[src/rtl/core_macros.svh]
`ifndef CORE_MACROS_SVH
`define CORE_MACROS_SVH

// data and address width
`define XLEN 32

// architectural register file
`define NUM_REGS 32
`define REG_AW $clog2(`NUM_REGS)

// internal data RAM depth in words
`define DMEM_WORDS 64

`define RESET_PC 32'h0000_0000

`endif

[src/rtl/core_pkg.sv]
package core_pkg;

    // major opcodes of the supported subset
    typedef enum logic [6:0] {
        OPC_OP     = 7'b0110011,
        OPC_OP_IMM = 7'b0010011,
        OPC_LUI    = 7'b0110111,
        OPC_LOAD   = 7'b0000011,
        OPC_STORE  = 7'b0100011,
        OPC_BRANCH = 7'b1100011,
        OPC_JAL    = 7'b1101111,
        OPC_SYSTEM = 7'b1110011
    } opcode_e;

    typedef enum logic [2:0] {
        ALU_ADD,
        ALU_SUB,
        ALU_AND,
        ALU_OR,
        ALU_XOR,
        ALU_SLT,
        ALU_PASS_B
    } alu_op_e;

    typedef enum logic [1:0] {
        BR_NONE,
        BR_EQ,
        BR_NE,
        BR_JAL
    } br_type_e;

    typedef enum logic {
        OP2_RS2,
        OP2_IMM
    } op2_sel_e;

    // source of the register write value
    typedef enum logic [1:0] {
        WB_ALU,
        WB_MEM,
        WB_PC4
    } wb_sel_e;

endpackage

[src/rtl/inst_decoder.sv]
`timescale 1ns/1ps
`include "core_macros.svh"

module inst_decoder import core_pkg::*; (
    input  logic [31:0]        inst_i,
    output alu_op_e            alu_op_o,
    output op2_sel_e           op2_sel_o,
    output br_type_e           br_type_o,
    output wb_sel_e            wb_sel_o,
    output logic               rf_wen_o,
    output logic               mem_wen_o,
    output logic               halt_o,
    output logic [`REG_AW-1:0] rd_o,
    output logic [`REG_AW-1:0] rs1_o,
    output logic [`REG_AW-1:0] rs2_o,
    output logic [`XLEN-1:0]   imm_o
);

    logic [2:0]       funct3;
    logic [6:0]       funct7;
    logic             wen;
    logic [`XLEN-1:0] imm_i, imm_s, imm_b, imm_u, imm_j;

    assign funct3 = inst_i[14:12];
    assign funct7 = inst_i[31:25];
    assign rd_o   = inst_i[11:7];
    assign rs1_o  = inst_i[19:15];
    assign rs2_o  = inst_i[24:20];

    assign imm_i = {{(`XLEN-12){inst_i[31]}}, inst_i[31:20]};
    assign imm_s = {{(`XLEN-12){inst_i[31]}}, inst_i[31:25], inst_i[11:7]};
    assign imm_b = {{(`XLEN-13){inst_i[31]}}, inst_i[31], inst_i[7], inst_i[30:25],
                    inst_i[11:8], 1'b0};
    assign imm_u = {inst_i[31:12], 12'h000};
    assign imm_j = {{(`XLEN-21){inst_i[31]}}, inst_i[31], inst_i[19:12], inst_i[20],
                    inst_i[30:21], 1'b0};

    // x0 as destination never writes
    assign rf_wen_o = wen && (rd_o != '0);

    always_comb begin
        alu_op_o  = ALU_ADD;
        op2_sel_o = OP2_RS2;
        br_type_o = BR_NONE;
        wb_sel_o  = WB_ALU;
        wen       = 1'b0;
        mem_wen_o = 1'b0;
        halt_o    = 1'b0;
        imm_o     = imm_i;
        case (inst_i[6:0])
            OPC_OP: begin
                if (funct7 == 7'b0000000) begin
                    wen = 1'b1;
                    case (funct3)
                        3'b000: alu_op_o = ALU_ADD;
                        3'b010: alu_op_o = ALU_SLT;
                        3'b100: alu_op_o = ALU_XOR;
                        3'b110: alu_op_o = ALU_OR;
                        3'b111: alu_op_o = ALU_AND;
                        default: wen = 1'b0;
                    endcase
                end else if (funct7 == 7'b0100000 && funct3 == 3'b000) begin
                    wen      = 1'b1;
                    alu_op_o = ALU_SUB;
                end
            end
            OPC_OP_IMM: begin
                op2_sel_o = OP2_IMM;
                wen       = 1'b1;
                case (funct3)
                    3'b000: alu_op_o = ALU_ADD;
                    3'b100: alu_op_o = ALU_XOR;
                    3'b110: alu_op_o = ALU_OR;
                    3'b111: alu_op_o = ALU_AND;
                    default: wen = 1'b0;
                endcase
            end
            OPC_LUI: begin
                alu_op_o  = ALU_PASS_B;
                op2_sel_o = OP2_IMM;
                imm_o     = imm_u;
                wen       = 1'b1;
            end
            OPC_LOAD: begin
                op2_sel_o = OP2_IMM;
                wb_sel_o  = WB_MEM;
                wen       = (funct3 == 3'b010);
            end
            OPC_STORE: begin
                op2_sel_o = OP2_IMM;
                imm_o     = imm_s;
                mem_wen_o = (funct3 == 3'b010);
            end
            OPC_BRANCH: begin
                imm_o = imm_b;
                if (funct3 == 3'b000) begin
                    br_type_o = BR_EQ;
                end else if (funct3 == 3'b001) begin
                    br_type_o = BR_NE;
                end
            end
            OPC_JAL: begin
                br_type_o = BR_JAL;
                wb_sel_o  = WB_PC4;
                imm_o     = imm_j;
                wen       = 1'b1;
            end
            OPC_SYSTEM: begin
                // ebreak only
                halt_o = (inst_i[31:7] == 25'h0002000);
            end
            default: begin
                wen = 1'b0;
            end
        endcase
    end

endmodule

[src/rtl/operand_select.sv]
`timescale 1ns/1ps
`include "core_macros.svh"

module operand_select (
    input  logic               clk,
    input  logic               rst_n_i,
    input  logic [`REG_AW-1:0] rs1_i,
    input  logic [`REG_AW-1:0] rs2_i,
    input  logic               ds_valid_i,
    input  logic               exe_wen_i,
    input  logic [`REG_AW-1:0] exe_rd_i,
    input  logic               mem_wen_i,
    input  logic               mem_fwd_ok_i,
    input  logic [`REG_AW-1:0] mem_rd_i,
    input  logic [`XLEN-1:0]   mem_value_i,
    input  logic               wb_wen_i,
    input  logic [`REG_AW-1:0] wb_rd_i,
    input  logic [`XLEN-1:0]   wb_value_i,
    output logic [`XLEN-1:0]   op1_o,
    output logic [`XLEN-1:0]   op2_raw_o,
    output logic               ds_stall_o
);

    logic [`XLEN-1:0] regs [`NUM_REGS];

    // memory forward first, then writeback, then the file
    function automatic logic [`XLEN-1:0] read_src(input logic [`REG_AW-1:0] rs);
        logic [`XLEN-1:0] val;
        if (rs == '0) begin
            val = '0;
        end else if (mem_wen_i && mem_fwd_ok_i && mem_rd_i == rs) begin
            val = mem_value_i;
        end else if (wb_wen_i && wb_rd_i == rs) begin
            val = wb_value_i;
        end else begin
            val = regs[rs];
        end
        return val;
    endfunction

    // execute never forwards, a load in memory cannot yet
    function automatic logic src_hazard(input logic [`REG_AW-1:0] rs);
        logic hit;
        hit = (rs != '0) &&
              ((exe_wen_i && exe_rd_i == rs) ||
               (mem_wen_i && !mem_fwd_ok_i && mem_rd_i == rs));
        return hit;
    endfunction

    always_comb begin
        op1_o      = read_src(rs1_i);
        op2_raw_o  = read_src(rs2_i);
        ds_stall_o = ds_valid_i && (src_hazard(rs1_i) || src_hazard(rs2_i));
    end

    always_ff @(posedge clk) begin
        if (!rst_n_i) begin
            for (int i = 0; i < `NUM_REGS; i++) begin
                regs[i] <= '0;
            end
        end else if (wb_wen_i && wb_rd_i != '0) begin
            regs[wb_rd_i] <= wb_value_i;
        end
    end

endmodule

[src/rtl/execute_unit.sv]
`timescale 1ns/1ps
`include "core_macros.svh"

module execute_unit import core_pkg::*; (
    input  logic [`XLEN-1:0] pc_i,
    input  logic [`XLEN-1:0] op1_i,
    input  logic [`XLEN-1:0] op2_i,
    input  alu_op_e          alu_op_i,
    input  br_type_e         br_type_i,
    input  logic [`XLEN-1:0] imm_i,
    output logic [`XLEN-1:0] alu_result_o,
    output logic             br_taken_o,
    output logic [`XLEN-1:0] br_target_o
);

    always_comb begin
        case (alu_op_i)
            ALU_ADD:    alu_result_o = op1_i + op2_i;
            ALU_SUB:    alu_result_o = op1_i - op2_i;
            ALU_AND:    alu_result_o = op1_i & op2_i;
            ALU_OR:     alu_result_o = op1_i | op2_i;
            ALU_XOR:    alu_result_o = op1_i ^ op2_i;
            ALU_SLT:    alu_result_o = {{(`XLEN-1){1'b0}}, $signed(op1_i) < $signed(op2_i)};
            ALU_PASS_B: alu_result_o = op2_i;
            default:    alu_result_o = '0;
        endcase
    end

    // branches compare rs1 against rs2
    always_comb begin
        case (br_type_i)
            BR_EQ:   br_taken_o = (op1_i == op2_i);
            BR_NE:   br_taken_o = (op1_i != op2_i);
            BR_JAL:  br_taken_o = 1'b1;
            default: br_taken_o = 1'b0;
        endcase
    end

    assign br_target_o = pc_i + imm_i;

endmodule

[src/rtl/mem_access_stage.sv]
`timescale 1ns/1ps
`include "core_macros.svh"

module mem_access_stage (
    input  logic             clk,
    input  logic             valid_i,
    input  logic             mem_wen_i,
    input  logic [`XLEN-1:0] addr_i,
    input  logic [`XLEN-1:0] wdata_i,
    output logic [`XLEN-1:0] rdata_o
);

    localparam int IDX_W = $clog2(`DMEM_WORDS);

    logic [`XLEN-1:0] ram [`DMEM_WORDS];
    logic [IDX_W-1:0] idx;

    // word address, wraps at the RAM depth
    assign idx = addr_i[IDX_W+1:2];

    always_ff @(posedge clk) begin
        if (valid_i && mem_wen_i) begin
            ram[idx] <= wdata_i;
        end
    end

    // asynchronous read, result is registered in writeback
    assign rdata_o = ram[idx];

endmodule

[src/rtl/pipe_core.sv]
`timescale 1ns/1ps
`include "core_macros.svh"

module pipe_core import core_pkg::*; (
    input  logic               clk,
    input  logic               rst_n_i,
    input  logic [31:0]        imem_data_i,
    output logic [`XLEN-1:0]   imem_addr_o,
    output logic               retire_valid_o,
    output logic [`XLEN-1:0]   retire_pc_o,
    output logic [`REG_AW-1:0] retire_rd_o,
    output logic               retire_wen_o,
    output logic [`XLEN-1:0]   retire_wdata_o,
    output logic               exit_o
);

    logic [`XLEN-1:0] pc_q, redirect_target_q;
    logic             redirect_now, redirect_q;
    logic             halt_now, halt_q, kill, exit_q;
    logic             ds_stall;

    // decode stage
    logic               id_valid;
    logic [`XLEN-1:0]   id_pc, id_imm;
    logic [31:0]        id_inst;
    alu_op_e            id_alu_op;
    op2_sel_e           id_op2_sel;
    br_type_e           id_br_type;
    wb_sel_e            id_wb_sel;
    logic               id_rf_wen, id_mem_wen, id_halt;
    logic [`REG_AW-1:0] id_rd, id_rs1, id_rs2;

    // data select stage
    logic               ds_valid;
    logic [`XLEN-1:0]   ds_pc, ds_imm, ds_op1, ds_op2_raw;
    alu_op_e            ds_alu_op;
    op2_sel_e           ds_op2_sel;
    br_type_e           ds_br_type;
    wb_sel_e            ds_wb_sel;
    logic               ds_rf_wen, ds_mem_wen, ds_halt;
    logic [`REG_AW-1:0] ds_rd, ds_rs1, ds_rs2;

    // execute stage
    logic               exe_valid;
    logic [`XLEN-1:0]   exe_pc, exe_imm, exe_op1, exe_op2, exe_store_data;
    logic [`XLEN-1:0]   exe_alu_result, exe_br_target;
    alu_op_e            exe_alu_op;
    br_type_e           exe_br_type;
    wb_sel_e            exe_wb_sel;
    logic               exe_rf_wen, exe_mem_wen, exe_halt, exe_br_taken;
    logic [`REG_AW-1:0] exe_rd;

    // memory and writeback stages
    logic               mem_valid, mem_rf_wen, mem_mem_wen, mem_halt;
    logic [`XLEN-1:0]   mem_pc, mem_alu_out, mem_store_data, mem_rdata, mem_value;
    wb_sel_e            mem_wb_sel;
    logic [`REG_AW-1:0] mem_rd;
    logic               wb_valid, wb_rf_wen, wb_halt;
    logic [`XLEN-1:0]   wb_pc, wb_alu_out, wb_mem_rdata, wb_wdata;
    wb_sel_e            wb_wb_sel;
    logic [`REG_AW-1:0] wb_rd;

    assign redirect_now = exe_valid && exe_br_taken;
    assign halt_now     = exe_valid && exe_halt;
    assign kill         = halt_now || halt_q;
    assign imem_addr_o  = pc_q;

    // fetch, registered redirect and sticky halt
    always_ff @(posedge clk) begin
        if (!rst_n_i) begin
            pc_q       <= `RESET_PC;
            redirect_q <= 1'b0;
            halt_q     <= 1'b0;
            exit_q     <= 1'b0;
        end else begin
            redirect_q <= redirect_now;
            halt_q     <= kill;
            exit_q     <= exit_q || (wb_valid && wb_halt);
            if (redirect_q) begin
                pc_q <= redirect_target_q;
            end else if (!kill && !ds_stall) begin
                pc_q <= pc_q + 'd4;
            end
        end
    end

    always_ff @(posedge clk) begin
        redirect_target_q <= exe_br_target;
    end

    // stage valids
    always_ff @(posedge clk) begin
        if (!rst_n_i) begin
            id_valid  <= 1'b0;
            ds_valid  <= 1'b0;
            exe_valid <= 1'b0;
            mem_valid <= 1'b0;
            wb_valid  <= 1'b0;
        end else begin
            if (redirect_now || redirect_q || kill) begin
                id_valid <= 1'b0;
            end else if (!ds_stall) begin
                id_valid <= 1'b1;
            end
            if (redirect_now || kill) begin
                ds_valid <= 1'b0;
            end else if (!ds_stall) begin
                ds_valid <= id_valid;
            end
            // stall leaves a bubble in execute
            exe_valid <= ds_valid && !ds_stall && !redirect_now && !kill;
            mem_valid <= exe_valid;
            wb_valid  <= mem_valid;
        end
    end

    // stage payloads
    always_ff @(posedge clk) begin
        if (!ds_stall) begin
            id_pc      <= pc_q;
            id_inst    <= imem_data_i;
            ds_pc      <= id_pc;
            ds_imm     <= id_imm;
            ds_alu_op  <= id_alu_op;
            ds_op2_sel <= id_op2_sel;
            ds_br_type <= id_br_type;
            ds_wb_sel  <= id_wb_sel;
            ds_rf_wen  <= id_rf_wen;
            ds_mem_wen <= id_mem_wen;
            ds_halt    <= id_halt;
            ds_rd      <= id_rd;
            ds_rs1     <= id_rs1;
            ds_rs2     <= id_rs2;
        end
        exe_pc         <= ds_pc;
        exe_imm        <= ds_imm;
        exe_op1        <= ds_op1;
        exe_op2        <= (ds_op2_sel == OP2_IMM) ? ds_imm : ds_op2_raw;
        exe_store_data <= ds_op2_raw;
        exe_alu_op     <= ds_alu_op;
        exe_br_type    <= ds_br_type;
        exe_wb_sel     <= ds_wb_sel;
        exe_rf_wen     <= ds_rf_wen;
        exe_mem_wen    <= ds_mem_wen;
        exe_halt       <= ds_halt;
        exe_rd         <= ds_rd;
        mem_pc         <= exe_pc;
        mem_alu_out    <= exe_alu_result;
        mem_store_data <= exe_store_data;
        mem_wb_sel     <= exe_wb_sel;
        mem_rf_wen     <= exe_rf_wen;
        mem_mem_wen    <= exe_mem_wen;
        mem_halt       <= exe_halt;
        mem_rd         <= exe_rd;
        wb_pc          <= mem_pc;
        wb_alu_out     <= mem_alu_out;
        wb_mem_rdata   <= mem_rdata;
        wb_wb_sel      <= mem_wb_sel;
        wb_rf_wen      <= mem_rf_wen;
        wb_halt        <= mem_halt;
        wb_rd          <= mem_rd;
    end

    inst_decoder u_inst_decoder (
        .inst_i    (id_inst),
        .alu_op_o  (id_alu_op),
        .op2_sel_o (id_op2_sel),
        .br_type_o (id_br_type),
        .wb_sel_o  (id_wb_sel),
        .rf_wen_o  (id_rf_wen),
        .mem_wen_o (id_mem_wen),
        .halt_o    (id_halt),
        .rd_o      (id_rd),
        .rs1_o     (id_rs1),
        .rs2_o     (id_rs2),
        .imm_o     (id_imm)
    );

    // link value forwards from memory like any ALU result
    assign mem_value = (mem_wb_sel == WB_PC4) ? mem_pc + 'd4 : mem_alu_out;

    operand_select u_operand_select (
        .clk          (clk),
        .rst_n_i      (rst_n_i),
        .rs1_i        (ds_rs1),
        .rs2_i        (ds_rs2),
        .ds_valid_i   (ds_valid),
        .exe_wen_i    (exe_valid && exe_rf_wen),
        .exe_rd_i     (exe_rd),
        .mem_wen_i    (mem_valid && mem_rf_wen),
        .mem_fwd_ok_i (mem_wb_sel != WB_MEM),
        .mem_rd_i     (mem_rd),
        .mem_value_i  (mem_value),
        .wb_wen_i     (wb_valid && wb_rf_wen),
        .wb_rd_i      (wb_rd),
        .wb_value_i   (wb_wdata),
        .op1_o        (ds_op1),
        .op2_raw_o    (ds_op2_raw),
        .ds_stall_o   (ds_stall)
    );

    execute_unit u_execute_unit (
        .pc_i         (exe_pc),
        .op1_i        (exe_op1),
        .op2_i        (exe_op2),
        .alu_op_i     (exe_alu_op),
        .br_type_i    (exe_br_type),
        .imm_i        (exe_imm),
        .alu_result_o (exe_alu_result),
        .br_taken_o   (exe_br_taken),
        .br_target_o  (exe_br_target)
    );

    mem_access_stage u_mem_access_stage (
        .clk       (clk),
        .valid_i   (mem_valid),
        .mem_wen_i (mem_mem_wen),
        .addr_i    (mem_alu_out),
        .wdata_i   (mem_store_data),
        .rdata_o   (mem_rdata)
    );

    always_comb begin
        case (wb_wb_sel)
            WB_MEM:  wb_wdata = wb_mem_rdata;
            WB_PC4:  wb_wdata = wb_pc + 'd4;
            default: wb_wdata = wb_alu_out;
        endcase
    end

    assign retire_valid_o = wb_valid;
    assign retire_pc_o    = wb_pc;
    assign retire_rd_o    = wb_rd;
    assign retire_wen_o   = wb_valid && wb_rf_wen;
    assign retire_wdata_o = wb_wdata;
    assign exit_o         = exit_q;

endmodule

[config.mk]
export PLATFORM = sky130hd
export DESIGN_NAME = pipe_core
export DESIGN_NICKNAME = d
export VERILOG_FILES = /design/src/rtl/core_pkg.sv /design/src/rtl/inst_decoder.sv /design/src/rtl/operand_select.sv /design/src/rtl/execute_unit.sv /design/src/rtl/mem_access_stage.sv /design/src/rtl/pipe_core.sv
export VERILOG_INCLUDE_DIRS = /design/src /design/src/rtl
export SDC_FILE = /design/constraint.sdc
export NUM_CORES = 2
export LEC_CHECK = 0
export BUFFER_PORTS_ARGS = -buffer_cell sky130_fd_sc_hd__buf_2
export CORE_ASPECT_RATIO = 0.5
export CORE_MARGIN = 4
export CORE_UTILIZATION = 35
export CTS_BUF_LIST = sky130_fd_sc_hd__clkbuf_16
export DETAILED_ROUTE_END_ITERATION = 10
export PLACE_DENSITY = 0.48
export RECOVER_POWER = 100
export SLEW_MARGIN = 10
export SYNTH_ARGS = -nofsm -noshare
export SYNTH_HDL_FRONTEND = slang
export SYNTH_SLANG_ARGS = --single-unit
[constraint.sdc]
create_clock -name clk -period 9.3 [get_ports clk]
set_clock_uncertainty 0.1 [all_clocks]
set_input_delay 0.93 -clock clk [delete_from_list [all_inputs] [get_ports clk]]
set_output_delay 0.93 -clock clk [all_outputs]
set_load 0.01 [all_outputs]
==> results.json <==
{
  "outcome": "finished with violations",
  "violations": "capacitance limit, slew limit",
  "layout_min_cycle_time_ps": 7180,
  "hold_buffers": 14,
  "yosysSeqAreaShare": 0.699,
  "design_area_sq_mm": 0.171,
  "synthesis.area_sq_mm": 0.152,
  "synth.most_common_cell": "edfxtp_1",
  "globalplace.congestion": 0.891,
  "critPathKind": "input port to register",
  "max_freq_mhz": 139,
  "clk_latency_ps": 950,
  "grt_usage": 0.238,
  "setup_tns_ps": 0,
  "viasPerCell": 5.93,
  "end_kind": "register",
  "chipHeight_microns": 474,
  "drcViolationCount": 0,
  "ys.flop_type": "edfxtp_1",
  "finalSetupViolations": 0,
  "slew_headroom": -2.01,
  "rows": 170,
  "htreeDepth": 5,
  "grt_antenna_before_repair": 43,
  "startpoint_type": "input port",
  "coreArea_sq_mm": 0.431,
  "clock_sinks": 3694,
  "clock_path_buffers": 4,
  "ios": 138,
  "cap_violations": 214,
  "ant_nets": 0,
  "synthCells": 9690,
  "grt_max_degree": 170,
  "cts-resized-gates": 0,
  "port_buffers": 137,
  "wl_per_cell_microns": 34.6,
  "ys_top_cells_by_count": "edfxtp_1 (3226), nor2_1 (1262), mux4_2 (637)",
  "clk_pin_slew_ps": 60,
  "ys_warn_count": 0,
  "arrival_ps": 7560,
  "finalCritPeriodShare": 0.772,
  "cts_tree": "built",
  "synth_edf_count": 3226,
  "die_area_sq_mm": 0.445,
  "maxSlewViolCount": 6901,
  "vias": 94064,
  "hold_class": "input port to register",
  "dp_hpwl_microns": 326000,
  "rsz0062_at_grt": "no",
  "power_density_mw_per_mm2": 247,
  "cts_setup_buffers": 0,
  "synth_top_area_frac": 0.637,
  "first_iter_violations": 11416,
  "grt_pass1_vias": 90379,
  "synth_cell_types": 93,
  "cts_buffers": 355,
  "rrSetupSlack_ps": 2160,
  "async_reset_ff_frac": 0,
  "ys_top_cells_by_area": "edfxtp_1 (64%), mux4_2 (9.4%), dfxtp_1 (6.2%)",
  "area_growth_pct": 12.4,
  "start_util": 0.353,
  "nets": 9976,
  "die_width_microns": 940,
  "overflow": 0,
  "wl_microns": 549000,
  "drtPass1Iterations": 6,
  "drive_gt1_frac": 0.149,
  "power_leakage_nw": 56.8,
  "p_total_mw": 42.2,
  "path_max_fanout": 36,
  "worst_pin_slew_ps": 4510,
  "avgSynthCellArea_sq_um": 15.7,
  "crit_required_ps": 9680,
  "cts_root_buffer": "clkbuf_16",
  "ys_seq_elements": 3694,
  "yosysTopAreaCell": "edfxtp_1",
  "placed_area_sq_mm": 0.161,
  "ir_drop_v": 0.000268,
  "timing_hold_violations_final": 0,
  "grt_pass1_wl_microns": 753000
}
-- through the flow --
| step | hold slack [ps] | setup slack (ps) | instances | utilization |
|---|---|---|---|---|
| after CTS | 13.6 | 3990 | 15847 | 0.400 |
| after global routing | 35.8 | 1890 | 15848 | 0.397 |
| after global placement | 212 | 4740 | 15185 | 0.373 |
| final | 89.6 | 2120 | 15858 | 0.397 |
| after detailed placement | 215 | 4770 | 15187 | 0.374 |
| after floorplan | 210 | 2480 | 9721 | - |
-- sequential cells by signal (all words and copies together) (netlist names), 32 cells and up, named ones only --
| signal | count |
|---|---|
| u_mem_access_stage.ram | 2048 |
| u_operand_select.regs | 1024 |
| ds_imm | 32 |
| ds_pc | 32 |
| exe_imm | 32 |
| exe_op1 | 32 |
| exe_op2 | 32 |
| exe_pc | 32 |
| exe_store_data | 32 |
| id_inst | 32 |
| id_pc | 32 |
| imem_addr_o | 32 |
| mem_alu_out | 32 |
| mem_pc | 32 |
| mem_store_data | 32 |
| redirect_target_q | 32 |
| retire_pc_o | 32 |
| wb_alu_out | 32 |
| wb_mem_rdata | 32 |
-- area by class of cell --
class	count	area (sq um)
Tap cell	5762	7210
Sequential cell	3694	106000
Antenna cell	11	27.5
Fill cell	39606	260000
Clock buffer	365	9130
Inverter	160	602
Timing Repair Buffer	464	2670
Clock inverter	281	2020
Multi-Input combinational cell	5121	42900
-- per-layer routing --
metal  track usage  up-vias  wire (microns)
met5             0        -              34
met4        0.0625        6           16500
met3        0.0404      712           44300
met2         0.376     4353          252000
met1         0.342    50354          236000
li1              -    38639               -
-- critical path, stage by stage --
cell	delay, ps
buf_2	90
clkbuf_1	1420
clkbuf_1	1900
and3_1	610
nand2_1	210
nand2_1	850
clkbuf_1	1450
-- power by group --
group | leakage [nW] | switching, mW | internal (mW) | total (mW)
clock | 5.83 | 6.54 | 7.84 | 14.4
sequential | 34.8 | 0.515 | 18.9 | 19.4
combinational | 16.1 | 6.16 | 2.31 | 8.47
-- cell usage in the layout (no fill, tap or decap), types with 76 or more instances in the layout --
master	count
nor2_1	1225
inv_1	245
buf_4	101
dfxtp_1	448
clkinv_1	83
o21ai_0	161
a22o_1	222
a31oi_1	233
nand3_1	76
a221oi_1	223
nand2_1	274
mux2i_1	93
clkbuf_16	365
edfxtp_1	3226
clkbuf_1	259
a21oi_1	223
a22oi_1	613
ha_1	142
mux4_2	637
-- final timing paths --
path         cells past startpoint                                           to                    from
max reg2reg                      5      u_mem_access_stage.ram[47][2]$_DFFE_PP_  mem_alu_out[4]$_DFF_P_
max                              7  u_operand_select.regs[18][19]$_SDFFCE_PN0P_                 rst_n_i
min                              1                        id_inst[21]$_DFFE_PN_         imem_data_i[21]
min reg2reg                      0                        wb_alu_out[0]$_DFF_P_  mem_alu_out[0]$_DFF_P_
-- kinds of logic after synthesis --
| family | after synthesis | share of synthesized area |
|---|---|---|
| and+or+nand+nor | 2008 | 0.0563 |
| buffers and inverters | 906 | 0.0236 |
| adders and majority gates | 146 | 0.0122 |
| other | 1 | 0.0000247 |
| xor gates and xnor gates | 148 | 0.00853 |
| DFF | 3694 | 0.699 |
| muxes | 794 | 0.105 |
| AOI/OAI and AO/OA | 1993 | 0.0949 |
Power figures use the tool's default switching activity.
